$ cat config.mk
export PLATFORM = sky130hd
export DESIGN_NAME = calc_top
export DESIGN_NICKNAME = d
export VERILOG_FILES = /design/src/calc_pkg.sv /design/src/calc_top.sv /design/src/calc_control.sv /design/src/calc_alu.sv /design/src/operand_memory.sv
export SDC_FILE = /design/constraint.sdc
export NUM_CORES = 1
export LEC_CHECK = 0
export ABC_AREA = 0
export BUFFER_PORTS_ARGS = -buffer_cell sky130_fd_sc_hd__buf_2
export CORE_MARGIN = 2
export CORE_UTILIZATION = 45
export DETAILED_ROUTE_END_ITERATION = 16
export GPL_TIMING_DRIVEN = 0
export PLACE_DENSITY = 0.65
export SLEW_MARGIN = 15
export SYNTH_ARGS = -nofsm -noshare
export SYNTH_HDL_FRONTEND = slang
export SYNTH_SLANG_ARGS = --single-unit
$ cat constraint.sdc
create_clock -name clk -period 11.31 [get_ports clk]
set_input_delay 1.6965 -clock clk [delete_from_list [all_inputs] [get_ports clk]]
set_output_delay 1.6965 -clock clk [all_outputs]
set_load 0.01 [all_outputs]
$ cat src/calc_pkg.sv
`default_nettype none

package calc_pkg;

    localparam int WORD_W    = 16;   // Operand and result width
    localparam int MEM_DEPTH = 16;   // Operand memory words
    localparam int MUL_STEPS = 16;   // One multiplier bit per step

    // Operand, result and memory word
    typedef logic [WORD_W-1:0] word_t;

    // Decimal key value, 0 to 9 are valid
    typedef logic [3:0] digit_t;

    typedef logic [$clog2(MEM_DEPTH)-1:0] mem_addr_t;

    // Memory map of the operand memory
    localparam mem_addr_t ADDR_FIRST  = mem_addr_t'(0);  // First operand
    localparam mem_addr_t ADDR_SECOND = mem_addr_t'(1);  // Second operand
    localparam mem_addr_t ADDR_RESULT = mem_addr_t'(2);  // Last result

    typedef enum logic [1:0] {
        OP_ADD = 2'd0,
        OP_SUB = 2'd1,
        OP_MUL = 2'd2
    } calc_op_t;

    // One write request into the operand memory
    typedef struct packed {
        mem_addr_t addr;
        word_t     data;
    } mem_wr_t;

    // Arithmetic request, latched by the unit on start
    typedef struct packed {
        calc_op_t op;
        word_t    operand_a;   // Left operand
        word_t    operand_b;   // Right operand, multiplier for OP_MUL
    } alu_req_t;

endpackage

`default_nettype wire
$ cat src/calc_top.sv
`default_nettype none

module calc_top (
    input  wire                     clk,
    input  wire                     reset,
    input  wire                     key_valid,
    input  wire calc_pkg::digit_t   key_digit,
    input  wire                     op_valid,
    input  wire calc_pkg::calc_op_t op_code,
    input  wire                     equal_key,
    output logic                    busy,
    output logic                    complete,
    output calc_pkg::word_t         display
);
    import calc_pkg::*;

    logic      mem_we;
    mem_wr_t   mem_wr;
    mem_addr_t mem_rd_addr;
    word_t     rd_data;

    logic      alu_start;
    alu_req_t  alu_req;
    logic      alu_finish;
    word_t     alu_result;

    calc_control u_control (
        .clk         (clk),
        .reset       (reset),
        .key_valid   (key_valid),
        .key_digit   (key_digit),
        .op_valid    (op_valid),
        .op_code     (op_code),
        .equal_key   (equal_key),
        .mem_we      (mem_we),
        .mem_wr      (mem_wr),
        .mem_rd_addr (mem_rd_addr),
        .rd_data     (rd_data),
        .alu_start   (alu_start),
        .alu_req     (alu_req),
        .alu_finish  (alu_finish),
        .alu_result  (alu_result),
        .busy        (busy),
        .complete    (complete),
        .display     (display)
    );

    // Operands and last result
    operand_memory u_memory (
        .clk     (clk),
        .mem_we  (mem_we),
        .mem_wr  (mem_wr),
        .rd_addr (mem_rd_addr),
        .rd_data (rd_data)
    );

    calc_alu u_alu (
        .clk        (clk),
        .reset      (reset),
        .alu_start  (alu_start),
        .alu_req    (alu_req),
        .alu_finish (alu_finish),
        .alu_result (alu_result)
    );

endmodule

`default_nettype wire

$ cat src/calc_control.sv
`default_nettype none

module calc_control (
    input  wire                      clk,
    input  wire                      reset,
    input  wire                      key_valid,
    input  wire calc_pkg::digit_t    key_digit,
    input  wire                      op_valid,
    input  wire calc_pkg::calc_op_t  op_code,
    input  wire                      equal_key,
    output logic                     mem_we,
    output calc_pkg::mem_wr_t        mem_wr,
    output calc_pkg::mem_addr_t      mem_rd_addr,
    input  wire calc_pkg::word_t     rd_data,
    output logic                     alu_start,
    output calc_pkg::alu_req_t       alu_req,
    input  wire                      alu_finish,
    input  wire calc_pkg::word_t     alu_result,
    output logic                     busy,
    output logic                     complete,
    output calc_pkg::word_t          display
);
    import calc_pkg::*;

    typedef enum logic [2:0] {
        S_FIRST_NUM   = 3'd0,
        S_SECOND_NUM  = 3'd1,
        S_READ_FIRST  = 3'd2,
        S_READ_SECOND = 3'd3,
        S_START_ALU   = 3'd4,
        S_WAIT_ALU    = 3'd5,
        S_SHOW_RESULT = 3'd6
    } calc_state_t;

    calc_state_t state;
    calc_state_t state_next;

    word_t    operand_first;   // First number as typed
    word_t    operand_second;  // Second number as typed
    calc_op_t op_reg;          // Operator, stored when the first number ends
    word_t    first_rd;        // First operand read back from memory

    logic     in_entry;
    logic     digit_ok;
    logic     op_accept;
    logic     equal_accept;
    logic     entry_write;
    logic     result_take;
    word_t    entry_value;
    word_t    entry_next;
    mem_wr_t  entry_wr;

    assign in_entry     = (state == S_FIRST_NUM) || (state == S_SECOND_NUM);
    assign digit_ok     = in_entry && key_valid && (key_digit <= digit_t'(9));
    assign op_accept    = (state == S_FIRST_NUM) && op_valid;
    assign equal_accept = (state == S_SECOND_NUM) && equal_key;
    assign result_take  = (state == S_WAIT_ALU) && alu_finish;

    // Every accepted key rewrites the operand under entry, so the
    // memory copy is current even when no digit was typed
    assign entry_write = digit_ok || op_accept || equal_accept;

    // Times ten plus digit, wraps at 16 bits
    assign entry_value = (state == S_SECOND_NUM) ? operand_second : operand_first;
    assign entry_next  = (entry_value << 3) + (entry_value << 1) + word_t'(key_digit);

    always_comb begin
        entry_wr.addr = (state == S_SECOND_NUM) ? ADDR_SECOND : ADDR_FIRST;
        entry_wr.data = digit_ok ? entry_next : entry_value;
    end

    // Next state
    always_comb begin
        state_next = state;
        case (state)
            S_FIRST_NUM: begin
                if (op_accept) begin
                    state_next = S_SECOND_NUM;
                end
            end
            S_SECOND_NUM: begin
                if (equal_accept) begin
                    state_next = S_READ_FIRST;
                end
            end
            S_READ_FIRST:  state_next = S_READ_SECOND;
            S_READ_SECOND: state_next = S_START_ALU;
            S_START_ALU:   state_next = S_WAIT_ALU;
            S_WAIT_ALU: begin
                if (alu_finish) begin
                    state_next = S_SHOW_RESULT;
                end
            end
            S_SHOW_RESULT: state_next = S_FIRST_NUM;
            default:       state_next = S_FIRST_NUM;
        endcase
    end

    // State, operands and strobes
    always_ff @(posedge clk or posedge reset) begin
        if (reset) begin
            state          <= S_FIRST_NUM;
            operand_first  <= '0;
            operand_second <= '0;
            mem_we         <= 1'b0;
            complete       <= 1'b0;
            display        <= '0;
        end else begin
            state    <= state_next;
            mem_we   <= entry_write || result_take;
            complete <= result_take;
            if (digit_ok) begin
                if (state == S_SECOND_NUM) begin
                    operand_second <= entry_next;
                end else begin
                    operand_first <= entry_next;
                end
            end
            if (result_take) begin
                display <= alu_result;
            end
            if (state == S_SHOW_RESULT) begin
                operand_first  <= '0;  // Next calculation starts clean
                operand_second <= '0;
            end
        end
    end

    // Write request, operator and read-back capture
    always_ff @(posedge clk) begin
        if (entry_write) begin
            mem_wr <= entry_wr;
        end else if (result_take) begin
            mem_wr <= '{addr: ADDR_RESULT, data: alu_result};
        end
        if (op_accept) begin
            op_reg <= op_code;
        end
        if (state == S_READ_SECOND) begin
            first_rd <= rd_data;  // Data for the S_READ_FIRST address
        end
    end

    // Read address follows the read-back states
    assign mem_rd_addr = (state == S_READ_SECOND) ? ADDR_SECOND : ADDR_FIRST;

    // Second operand comes straight off the memory read port
    assign alu_start = (state == S_START_ALU);

    always_comb begin
        alu_req.op        = op_reg;
        alu_req.operand_a = first_rd;
        alu_req.operand_b = rd_data;
    end

    assign busy = !in_entry;  // Keys are dropped outside entry

endmodule

`default_nettype wire

$ cat src/calc_alu.sv
`default_nettype none

module calc_alu (
    input  wire                     clk,
    input  wire                     reset,
    input  wire                     alu_start,
    input  wire calc_pkg::alu_req_t alu_req,
    output logic                    alu_finish,
    output calc_pkg::word_t         alu_result
);
    import calc_pkg::*;

    logic                         mul_busy;    // Shift-add loop running
    logic [$clog2(MUL_STEPS)-1:0] step_cnt;    // Current multiplier bit
    logic                         last_step;
    logic                         take_start;  // Start accepted this cycle
    word_t                        mcand;       // Multiplicand, shifted left
    word_t                        mplier;      // Multiplier, shifted right
    word_t                        acc;         // Running product, low bits only
    word_t                        partial;

    assign take_start = alu_start && !mul_busy;
    assign last_step  = (int'(step_cnt) == MUL_STEPS - 1);

    // Add the shifted multiplicand when the current bit is set
    assign partial = mplier[0] ? mcand : '0;

    // Sequencing and finish pulse
    always_ff @(posedge clk or posedge reset) begin
        if (reset) begin
            mul_busy   <= 1'b0;
            step_cnt   <= '0;
            alu_finish <= 1'b0;
        end else begin
            alu_finish <= 1'b0;
            if (mul_busy) begin
                step_cnt <= step_cnt + 1'b1;
                if (last_step) begin
                    mul_busy   <= 1'b0;
                    alu_finish <= 1'b1;
                end
            end else if (take_start) begin
                if (alu_req.op == OP_MUL) begin
                    mul_busy <= 1'b1;
                    step_cnt <= '0;
                end else begin
                    alu_finish <= 1'b1;  // Add and subtract in one cycle
                end
            end
        end
    end

    // Datapath
    always_ff @(posedge clk) begin
        if (mul_busy) begin
            acc    <= acc + partial;
            mcand  <= mcand << 1;
            mplier <= mplier >> 1;
            if (last_step) begin
                alu_result <= acc + partial;
            end
        end else if (take_start) begin
            case (alu_req.op)
                OP_MUL: begin
                    acc    <= '0;
                    mcand  <= alu_req.operand_a;
                    mplier <= alu_req.operand_b;
                end
                OP_SUB: begin
                    alu_result <= alu_req.operand_a - alu_req.operand_b;  // Wraps
                end
                default: begin
                    alu_result <= alu_req.operand_a + alu_req.operand_b;
                end
            endcase
        end
    end

endmodule

`default_nettype wire

$ cat src/operand_memory.sv
`default_nettype none

module operand_memory (
    input  wire                      clk,
    input  wire                      mem_we,
    input  wire calc_pkg::mem_wr_t   mem_wr,
    input  wire calc_pkg::mem_addr_t rd_addr,
    output calc_pkg::word_t          rd_data
);
    import calc_pkg::*;

    // Holds both operands and the last result
    word_t mem [MEM_DEPTH];

    // Synchronous write port
    always_ff @(posedge clk) begin
        if (mem_we) begin
            mem[mem_wr.addr] <= mem_wr.data;
        end
    end

    // Registered read, same-address read returns the old word
    always_ff @(posedge clk) begin
        rd_data <= mem[rd_addr];
    end

endmodule

`default_nettype wire

Word level (Yosys, flattened, before mapping)
Memories as Yosys holds them, arrays and structs flattened. A register that Yosys moved wholly into a read port is not among the register bits.
Index checks and enable logic that the tools add are counted.
- add/sub/neg operators: 6
- magnitude comparators: 1
- equality and inequality tests: 15
- mux-type cells: 43
- reductions and logical operators: 24
- operator list (operator ; number):
    $mux 16 ; 18
    $add 16x16->16 ; 3
    $mux 15 ; 3
    $mux 20 ; 2
    $pmux 16 s2 ; 1
    $pmux 3 s6 ; 1
    $add 16x4->16 ; 1
    $sub 16x16->16 ; 1
    $mux 1 ; 12
    $mux 4 ; 3
    $reduce_bool 2->1 ; 5
    $eq 3x3->1 const B ; 3
    $mux 3 ; 3
    $ne 2x1->1 const B ; 4
    $reduce_and 2->1 ; 4
    $eq 3x2->1 const B ; 2
    $logic_and 1x1->1 ; 6
    $reduce_and 3->1 ; 2
    $add 4x1->4 const B ; 1
    $eq 4x1->1 const B ; 1
    $le 4x4->1 const B ; 1
    $logic_or 1x1->1 ; 4
    $ne 2x2->1 const B ; 2
    $eq 3x1->1 const B ; 1
    4 further kinds ; 5
- register bits: 161
- RAM bits: 256
- bits of input ports: 11
- output and inout bits: 18
- memories: 1
- memories (name ; depth ; bits a word ; rd ports ; clocked after Yosys merged registers in ; write ports ; RTL line ; RTL):
    u_memory.mem ; 16 ; 16 ; 1 ; 1 ; 1 ; operand_memory.sv:13 ; word_t mem [MEM_DEPTH];

Depth between registers and ports, before layout
Gate-level depths: netlist of run 1.
- word-level depth: 7
- gate-level depth with buffers: 15
- depth with buffers taken out: 13

Hierarchy
A second synthesis of run 1 with hierarchy kept.
- cells, all modules: 1257
- area total of the unflattened synthesis: 19289.8 µm²
- modules (own cells, without submodules) (module ; times used ; cells each ; area each (µm²) ; seq. area each (µm²)):
    operand_memory ; 1 ; 432 ; 10042.1 ; 8007.7
    calc_control ; 1 ; 416 ; 4750.8 ; 2407.3
    calc_alu ; 1 ; 409 ; 4496.8 ; 2052.0

Worst setup path after synthesis of run 1
OpenSTA, ideal clock, no wires.
- path kind: input to register
- start point: in key_digit[3]
- end point: reg u_control.mem_wr[8] (netlist name)
- arrival time: 3.722 ns
- setup slack: 7.310 ns
- cell stages on the path: 9
- path buffers: 0
- path through: fa_1 > inv_1 > fa_1 > nor2b_1 > o21a_1 > o21a_1 > nor4_1 > a2111oi_1 > mux2i_1
- longest elaborated chain between the ends: 5
- ends and longest elaborated chain (element ; RTL line ; RTL):
    from (decl) ; calc_top.sv:7 ; input wire calc_pkg::digit_t key_digit,
    parallel branches: the longest is 4 deep, another holds $add 16x4->16 ; n/a ;
    $mux 20 (*) ; calc_control.sv:131 ; if (entry_write) begin
Mark *: on every way between the ends.
A chain may end at the register's enable or synchronous reset.

Final worst setup path of run 1
- start point: reg u_control.state[2]
- end point: reg u_control.mem_wr[8] (netlist name)
- longest elaborated chain between the ends: 7
- ends and longest elaborated chain (element ; RTL line ; RTL):
    from (decl) ; calc_control.sv:35 ; calc_state_t state;
    from (signal assigned) ; calc_control.sv:109 ; state <= state_next;
    parallel branches: the longest is 6 deep, another holds $add 16x16->16 ; n/a ;
    $mux 20 (*) ; calc_control.sv:131 ;
Marks and branches as above.

==> flow_summary.ini, run 1 <==
[yosys]
ys_warn_count = 0
synth_area_per_cell_um2 = 11.0
synth-edff-count = 130
ys_types = 66
synth_fp_nets = 1049
synth_area_um2 = 10700
ys.flop_type = edfxtp_1
async_flop_share = 0.285
ys_ff_latch = 207
seq_area_frac_synth = 0.536
syn_inst = 976

[drt]
routed_wl_mm = 25.4
dr.pass1.iters = 5
vias = 7456
first_iter_violations = 674
drc = 0
wl_per_cell_um = 18.6
vias_per_cell = 5.45
ant_nets = 0

[cells_and_area]
syn_to_final_growth_pct = 12.4
final_cell_area_um2 = 12000
registers.top_by_ff_count = u_memory.mem
drive_above_1_share = 0.112
reg_top3 = u_memory.mem: 32 flops, u_control.mem_wr: 18 flops
final_nets = 1106
largest_register_ffs = 32
diodes = 0

[setup_path]
critPathCaptureType = register
startpoint_type = register
cp.arrival_ns = 4.95
cp.required_ns = 11.48
crit_path_max_fanout = 10
reg2reg_slack_ns = 6.54
critPathKind = register to register

[clock_tree]
cts_buffers = 23
cts.sinks = 207
ctsHoldBuffers = 0
clock_tree.root_cell = clkbuf_16
clk-insertion-delay-late_ns = 0.52
cts_tree = done
htree_levels = 1
ctsResizeCount = 0
clockBufferDepth = 3
post_cts_buffers = 0
path_clk_slew_ns = 0.06

[place]
numPortBuffers = 28
hpwlAfterDp_mm = 18.6
place_area_um2 = 11300
gp_congestion = 0.877

[timing]
hold_ws_ns = 0.427
finalSetupViolations = 0
fin_setup_tns_ns = 0
fmax_mhz = 210
skew_ns = 0.0287
rsz0062_at_grt = no
fin_crit_sh = 0.422
slew_headroom = 0.435
worstMarginPinSlew_ns = 0.847
period_needed_ns = 4.77
final_max_slew_viol_count = 0
hold_viol = 0

[floorplan]
std_cell_rows = 56
ioPinCount = 29
die_w_um = 158
initial_core_util = 0.457
core-area_um2 = 23400
dieArea_um2 = 25000
die_height_um = 158

[pwr]
power_density_nw_per_um2 = 339
p_leak_nw = 5.07
ir_drop_mv = 0.201

[global_route]
grt_usage = 0.209
grt_overflow = 0
grt_pass1_vias = 7185
grt_max_degree = 60
grt_pass1_wl_mm = 39.9
antenna_found_initial = 0

[run_status]
outcome = complete, no violations

[worst_hold_path]
min_path_type = register to register

[flow_run]
maxCapViolations = 0
==> worst max-delay path, cell delays in order (launching register included) <==
cell	delay, ns
dfrtp_1	0.36
buf_2	0.17
nor3b_1	0.19
buf_2	0.30
buf_2	0.37
mux2_2	0.42
ha_1	0.30
ha_1	0.23
inv_1	0.07
fa_1	0.20
nor2b_1	0.06
o21a_1	0.19
o21a_1	0.22
o211a_1	0.22
a2111oi_1	0.75
mux2i_1	0.35
==> Yosys cell counts (3+ instances only) <==
master    count  area, µm²
o41ai_1       4       35.0
ha_1         58        726
o211ai_1      6       45.0
clkinv_1      3       11.3
nand3_1       8       40.0
a21o_1       28        210
nand3b_1      4       30.0
a31oi_1       4       25.0
a211oi_1      7       52.6
clkbuf_1     25       93.8
nand4_1       3       18.8
nand2_1     190        713
edfxtp_1    130       3900
a21oi_1      45        225
and2_1       20        125
a211o_1       3       26.3
dfrtp_1      59       1480
nor3_1        9       45.0
fa_1          4       80.1
xor2_1       12        105
inv_1        24       90.1
mux2i_1      28        280
xnor2_1      35        307
mux2_2       29        327
nor2_1       45        169
o21a_1        8       60.1
nand2b_1     10       62.6
o21ai_0      73        365
buf_2         8       40.0
nor3b_1       3       22.5
o21bai_1      4       30.0
a22o_1       18        158
o31ai_1       4       30.0
dfxtp_1      18        360
nor2b_1       9       56.3
==> area by class of cell <==
class	instances	area, µm²
buffer	34	140
clock inverter	16	140
clock buffer	26	597
multi-input combinational	708	4740
fill	2111	11400
tap	319	399
sequential	207	5740
inverter	27	104
timing repair buffer	32	178
==> cell usage in the layout, fill, tap and decap left out, drive strengths merged, types with 6 or more instances in the layout <==
cell | synthesis | routed
a211oi | 7 | 7
a21o | 28 | 28
a21oi | 46 | 46
a22o | 18 | 18
and2 | 20 | 20
buf | 8 | 40
clkbuf | 26 | 52
clkinv | 3 | 11
dfrtp | 59 | 59
dfxtp | 18 | 18
edfxtp | 130 | 130
ha | 58 | 58
inv | 24 | 25
mux2 | 29 | 29
mux2i | 28 | 28
nand2 | 190 | 190
nand2b | 10 | 10
nand3 | 8 | 8
nor2 | 45 | 45
nor2b | 9 | 9
nor3 | 9 | 9
o211ai | 6 | 6
o21a | 8 | 8
o21ai | 74 | 74
xnor2 | 35 | 35
xor2 | 12 | 12
==> path summary, 6_finish.rpt <==
kind	start	end	cells after the start
worst max-delay path	u_control.state[2]$_DFFE_PP0P_	u_control.mem_wr[8]$_DFFE_PP_	15
worst min-delay path	u_memory.mem[1][5]$_DFFE_PP_	u_memory.rd_data[5]$_DFF_P_	2
worst max register to register	u_control.state[2]$_DFFE_PP0P_	u_control.mem_wr[8]$_DFFE_PP_	15
worst min register to register	u_memory.mem[1][5]$_DFFE_PP_	u_memory.rd_data[5]$_DFF_P_	2
max in group asynchronous	reset	u_control.operand_first[2]$_DFFE_PP0P_	2
min in group asynchronous	reset	u_control.display[13]$_DFFE_PP0P_	2
==> power breakdown <==
part | internal, W | switching, W
clock network | 0.000426 | 0.000302
logic | 0.000771 | 0.00120
registers | 0.00122 | 0.000161
==> per-layer routing <==
layer  track usage  routed length [µm]  share of wire
met1         0.293               11700           0.46
met2         0.349               12300           0.48
met3        0.0224                 852          0.034
met4        0.0528                 542          0.021
met5             0                   0              0
==> logic make-up after synthesis <==
kind of cell / after synthesis / synth area share
flops: 207 / 0.536
xor+xnor: 47 / 0.0385
mux: 57 / 0.0567
compound gates: 227 / 0.139
buf+inv: 61 / 0.0224
fa+ha+maj: 62 / 0.0753
simple gates: 315 / 0.132
==> stage by stage <==
stage	instances	utilization	power, W	worst slack [ns]
6_report	1369	0.514	0.00408	6.54
3_3_place_gp	1323	0.480	0.00331	6.37
4_1_cts	1369	0.514	0.00409	6.50
5_1_grt	1369	0.514	0.00438	6.23
2_1_floorplan	976	-	0.00276	7.31
3_5_place_dp	1327	0.483	0.00335	6.36
No activity file was read; power rests on OpenSTA's default activity.
==> run 2, diff against run 1 <==
Clock period 11.31 ns to 5 ns, I/O delays scaled along.
==> flow_summary.ini, run 2 (synthesis gave the netlist of run 1 again) <==
[setup_path]
critPathKind = register to register
crit_path_max_fanout = 10
cpMostUsedCell = buf_2
crit_chain = buf_2 > nor3b_1 > buf_2 > buf_2 > mux2_2 > ha_1 > ha_1 > inv_1 > fa_1 > nor2b_1 > o21a_1 > o21ai_0 > a21o_1 > a311oi_1 > o21ai_0
cp.arrival_ns = 4.82
cp.required_ns = 5.19
startpoint_type = register
path_buf_inv = 4
critPathCaptureType = register
cp_slowest_cell = a311oi_1
path_delay_family = compound AO/OA/AOI/OAI gates
max_stage_delay_ns = 0.57

[cells_and_area]
syn_to_final_growth_pct = 12.5
multi_input_area_um2 = 4740
final_nets = 1106
largest_register_ffs = 32
diodes = 0
nFillCells = 2113
mostFrequentLayoutCell = nand2_1
regArea_um2 = 5740
reg_top3 = u_memory.mem: 32 flops, u_control.mem_wr: 18 flops
drive_above_1_share = 0.113
registers.top_by_ff_count = u_memory.mem
layout_common_cells = nand2_1 (190), edfxtp_1 (130), o21ai_0 (73), dfrtp_1 (59), ha_1 (58)

[timing]
final_max_slew_viol_count = 0
rsz0062_at_grt = no
hold_viol = 0
skew_ns = 0.0295
fin_crit_sh = 0.927
setup_ws_ns = 0.366
period_needed_ns = 4.63
hold_ws_ns = 0.379
fin_setup_tns_ns = 0
slew_headroom = 0.437
finalSetupViolations = 0
fmax_mhz = 216
worstMarginPinSlew_ns = 0.845

[floorplan]
ioPinCount = 29
core-area_um2 = 23400
die_w_um = 158
std_cell_rows = 56
dieArea_um2 = 25000
initial_core_util = 0.457
die_height_um = 158

[worst_hold_path]
min_path_type = primary input to async pin

[place]
hpwlAfterDp_mm = 18.6
gp_congestion = 0.877
numPortBuffers = 28
dp_slack_ns = 0.199

[drt]
vias_per_cell = 5.44
ant_nets = 0
vias = 7442
routed_wl_mm = 25.4
dr.pass1.iters = 5
wl_per_cell_um = 18.6
first_iter_violations = 620
drc = 0

[clock_tree]
cts_buffers = 23
clock_tree.root_cell = clkbuf_16
cts_tree = done
htree_levels = 1
post_cts_buffers = 0
clockBufferDepth = 3
clk-insertion-delay-late_ns = 0.52
path_clk_slew_ns = 0.06
cts.sinks = 207

[flow_run]
maxCapViolations = 0

[pwr]
p_leak_nw = 5.08
power_density_nw_per_um2 = 767
ir_drop_mv = 0.455

[global_route]
grt_usage = 0.209
antenna_found_initial = 0
grt_pass1_wl_mm = 39.9
grt_pass1_vias = 7185
grt_overflow = 0
grt_max_degree = 60

[run_status]
outcome = complete, no violations
## run 2: what timing repair did
item	4_1_cts	5_1_grt
setup endpoints to repair	0	1
gates resized for setup	0	1
hold buffers	0	0
## run 2: where the power goes
part / internal [W] / switching [W] / total [W]
combinational: 0.00175 / 0.00272 / 0.00447
sequential: 0.00275 / 0.000363 / 0.00312
clock: 0.000963 / 0.000681 / 0.00164
## run 2: cell type report
type | count | area share
Buffer | 34 | 0.0116
Clock buffer | 26 | 0.0496
Clock inverter | 16 | 0.0116
Inverter | 27 | 0.00863
Multi-Input combinational cell | 708 | 0.394
Sequential cell | 207 | 0.477
Tap cell | 319 | 0.0332
Timing Repair Buffer | 32 | 0.0148
## run 2: final timing paths
| check | from | endpoint | slack, ns | cells past startpoint |
|---|---|---|---|---|
| worst min-delay path | reset | u_control.display[13]$_DFFE_PP0P_ | 0.38 | 2 |
| max in group asynchronous | reset | u_control.operand_first[2]$_DFFE_PP0P_ | 4.12 | 2 |
| worst max-delay path | u_control.state[2]$_DFFE_PP0P_ | u_control.mem_wr[14]$_DFFE_PP_ | 0.37 | 15 |
| worst max register to register | u_control.state[2]$_DFFE_PP0P_ | u_control.mem_wr[14]$_DFFE_PP_ | 0.37 | 15 |
| worst min register to register | u_memory.mem[1][5]$_DFFE_PP_ | u_memory.rd_data[5]$_DFF_P_ | 0.43 | 2 |
| min in group clk | op_code[1] | u_control.op_reg[1]$_DFFE_PP_ | 0.41 | 1 |
## run 2: routing by layer
layer	vias up	routed length [µm]	track usage
met5	-	0	0
li1	3651	-	-
met2	150	12300	0.349
met1	3609	11700	0.293
met3	32	910	0.0224
met4	0	534	0.0528
## run 2: per-stage QoR
stage / utilization / power (W) / instances / instance area (µm²)
after floorplan: - / 0.00625 / 976 / 10700
after global placement: 0.480 / 0.00749 / 1323 / 11200
after detailed placement: 0.483 / 0.00757 / 1327 / 11300
after CTS: 0.514 / 0.00926 / 1369 / 12000
after global routing: 0.514 / 0.00991 / 1369 / 12000
final: 0.514 / 0.00923 / 1369 / 12000
==> run 3, diff against run 2 <==
Settings changed: ABC_AREA 0 to 1.
==> flow_summary.ini, run 3 <==
[setup_path]
reg2reg_slack_ns = 1.37
timing.rr.end = u_control.mem_wr[12]$_DFFE_PP_
startpoint_type = register
cp.required_ns = 5.26
crit_path_max_fanout = 10
critPathCaptureType = register
worst-r2r-cell-count = 16
critPathKind = register to register
r2r-start = u_control.state[2]$_DFFE_PP0P_
cp.arrival_ns = 3.90

[yosys]
ys.flop_type = edfxtp_1
yosys.area.top_type = edfxtp_1
synth.most_common_cell = nand2_1
synth_area_um2 = 11200
synth_top_cell_area_share = 0.349
async_flop_share = 0.285
ys_types = 46
seq_area_frac_synth = 0.513
synth_area_per_cell_um2 = 8.77
ys_warn_count = 0
syn_inst = 1277
ys_ff_latch = 207
synth_fp_nets = 1350
synth-edff-count = 130
ys_top_cells_by_area = edfxtp_1 (35%), nand2_1 (14%), dfrtp_1 (13%), ha_1 (6.5%), inv_1 (4.5%)
synth_common_cells = nand2_1 (406), inv_1 (135), edfxtp_1 (130)

[timing]
period_needed_ns = 3.63
worstMarginPinSlew_ns = 0.813
slew_headroom = 0.458
hold_viol = 0
setup_ws_ns = 1.37
finalSetupViolations = 0
final_max_slew_viol_count = 0
fin_crit_sh = 0.727
skew_ns = 0.0147
fmax_mhz = 275
rsz0062_at_grt = no
fin_setup_tns_ns = 0

[drt]
vias = 8703
vias_per_cell = 5.20
dr.pass1.iters = 5
met1_length_mm = 12.1
wl_met2_mm = 14.0
wl_per_cell_um = 16.8
first_iter_violations = 597
routed_wl_mm = 28.2
drc = 0
dr_wl_met3_mm = 1.12
routed.top_layer = met4
ant_nets = 0

[cells_and_area]
final_nets = 1407
syn_to_final_growth_pct = 11.9
mostFrequentLayoutCell = nand2_1
largest_register_ffs = 32
registers.top_by_ff_count = u_memory.mem
multi_input_area_um2 = 4730
layout_common_cells = nand2_1 (405), inv_1 (134), edfxtp_1 (130), o21ai_0 (80), nor2_1 (79)
drive_above_1_share = 0.101
regArea_um2 = 5740
diodes = 0
instances_no_fill = 1675
nFillCells = 2283
reg_top3 = u_memory.mem: 32 flops, u_control.mem_wr: 18 flops

[clock_tree]
post_cts_buffers = 0
ctsResizeCount = 0
clockBufferDepth = 3
cts_buffers = 23
clk-insertion-delay-late_ns = 0.52
cts_tree = done
htree_levels = 1
clock_tree.root_cell = clkbuf_16
cts.sinks = 207
path_clk_slew_ns = 0.06
ctsHoldBuffers = 0

[pwr]
total_power_w = 0.00987
p_leak_nw = 5.96
ir_drop_mv = 0.537
power_density_nw_per_um2 = 788

[floorplan]
ioPinCount = 29
die_height_um = 162
die_w_um = 162
core-area_um2 = 24400
dieArea_um2 = 26200
std_cell_rows = 57
initial_core_util = 0.459

[worst_hold_path]
min_path_type = primary input to async pin

[place]
hpwlAfterDp_mm = 21.1
gp_congestion = 0.896
dp.cells = 1633
dp_slack_ns = 1.40
numPortBuffers = 28

[global_route]
grt_usage = 0.218
grt_overflow = 0
antenna_found_initial = 0
grt_max_degree = 60
grt_pass1_vias = 8491
grt_pass1_wl_mm = 44.7

[flow_run]
maxCapViolations = 0

[run_status]
outcome = complete, no violations
run 3: changes by cell type after synthesis, moves of 23 or more:
cell / before / now
xnor2_1: 35 / 6
a21o_1: 28 / 5
inv_1: 24 / 135
mux2_2: 29 / 0
mux2i_1: 28 / 1
nand3_1: 8 / 77
nor2_1: 45 / 79
nand2_1: 190 / 406
run 3: through the flow:
stage | cell area (µm²) | utilization | hold slack [ns]
2_1_floorplan | 11200 | - | 0.408
3_3_place_gp | 11700 | 0.481 | 0.418
3_5_place_dp | 11800 | 0.485 | 0.413
4_1_cts | 12500 | 0.514 | 0.293
5_1_grt | 12500 | 0.514 | 0.314
6_report | 12500 | 0.514 | 0.292
run 3: report_power, final:
group / internal, W / switching (W) / total [W] / leakage, nW
Sequential: 0.00278 / 0.000370 / 0.00315 / 2.15
Clock: 0.000882 / 0.000694 / 0.00158 / 0.353
Combinational: 0.00168 / 0.00346 / 0.00514 / 3.45
run 3: area by class of cell:
cell class                      instances  share of cell area
Tap cell                              324              0.0324
Multi-Input combinational cell        896               0.378
Sequential cell                       207               0.458
Buffer                                 33              0.0164
Timing Repair Buffer                   32              0.0168
Clock inverter                         14             0.00609
Clock buffer                           28              0.0491
Inverter                              141              0.0430
run 3: per-layer routing:
metal,vias to the layer above,track usage
met5,-,0
met4,0,0.0668
met3,58,0.0237
met2,208,0.389
met1,4087,0.281
li1,4350,-
run 3: cell families (layout without fill, tap and decap cells):
group | count (synthesis) | count (layout) | share of synthesized area
simple gates | 619 | 619 | 0.234
flops | 207 | 207 | 0.513
mux | 1 | 1 | 0.000894
xor+xnor | 24 | 24 | 0.0188
fa+ha+maj | 62 | 62 | 0.0720
compound gates | 190 | 190 | 0.0951
buf+inv | 174 | 248 | 0.0663
run 3: how the worst max path moves through the flow:
stage / from / endpoint / cells past startpoint
after floorplan: u_control.state[2]$_DFFE_PP0P_ / u_control.mem_wr[12]$_DFFE_PP_ / 16
after global placement: u_control.state[2]$_DFFE_PP0P_ / u_control.mem_wr[12]$_DFFE_PP_ / 16
after detailed placement: u_control.state[1]$_DFFE_PP0P_ / u_control.mem_wr[12]$_DFFE_PP_ / 16
after CTS: u_control.state[1]$_DFFE_PP0P_ / u_control.mem_wr[12]$_DFFE_PP_ / 16
after global routing: u_control.state[1]$_DFFE_PP0P_ / u_control.mem_wr[12]$_DFFE_PP_ / 16
final: u_control.state[2]$_DFFE_PP0P_ / u_control.mem_wr[12]$_DFFE_PP_ / 16
run 3: critical path: stages, from the launching register on:
cell     delay, ns
dfrtp_1       0.44
nor2_4        0.32
nand2_4       0.14
buf_6         0.18
nand2_1       0.06
o21ai_0       0.22
fa_1          0.58
inv_1         0.06
fa_1          0.48
o21ai_2       0.27
nand2_1       0.08
nand2_1       0.10
nand2_1       0.08
nand3_1       0.07
nand2_1       0.14
nand2_1       0.11
nand3_2       0.05
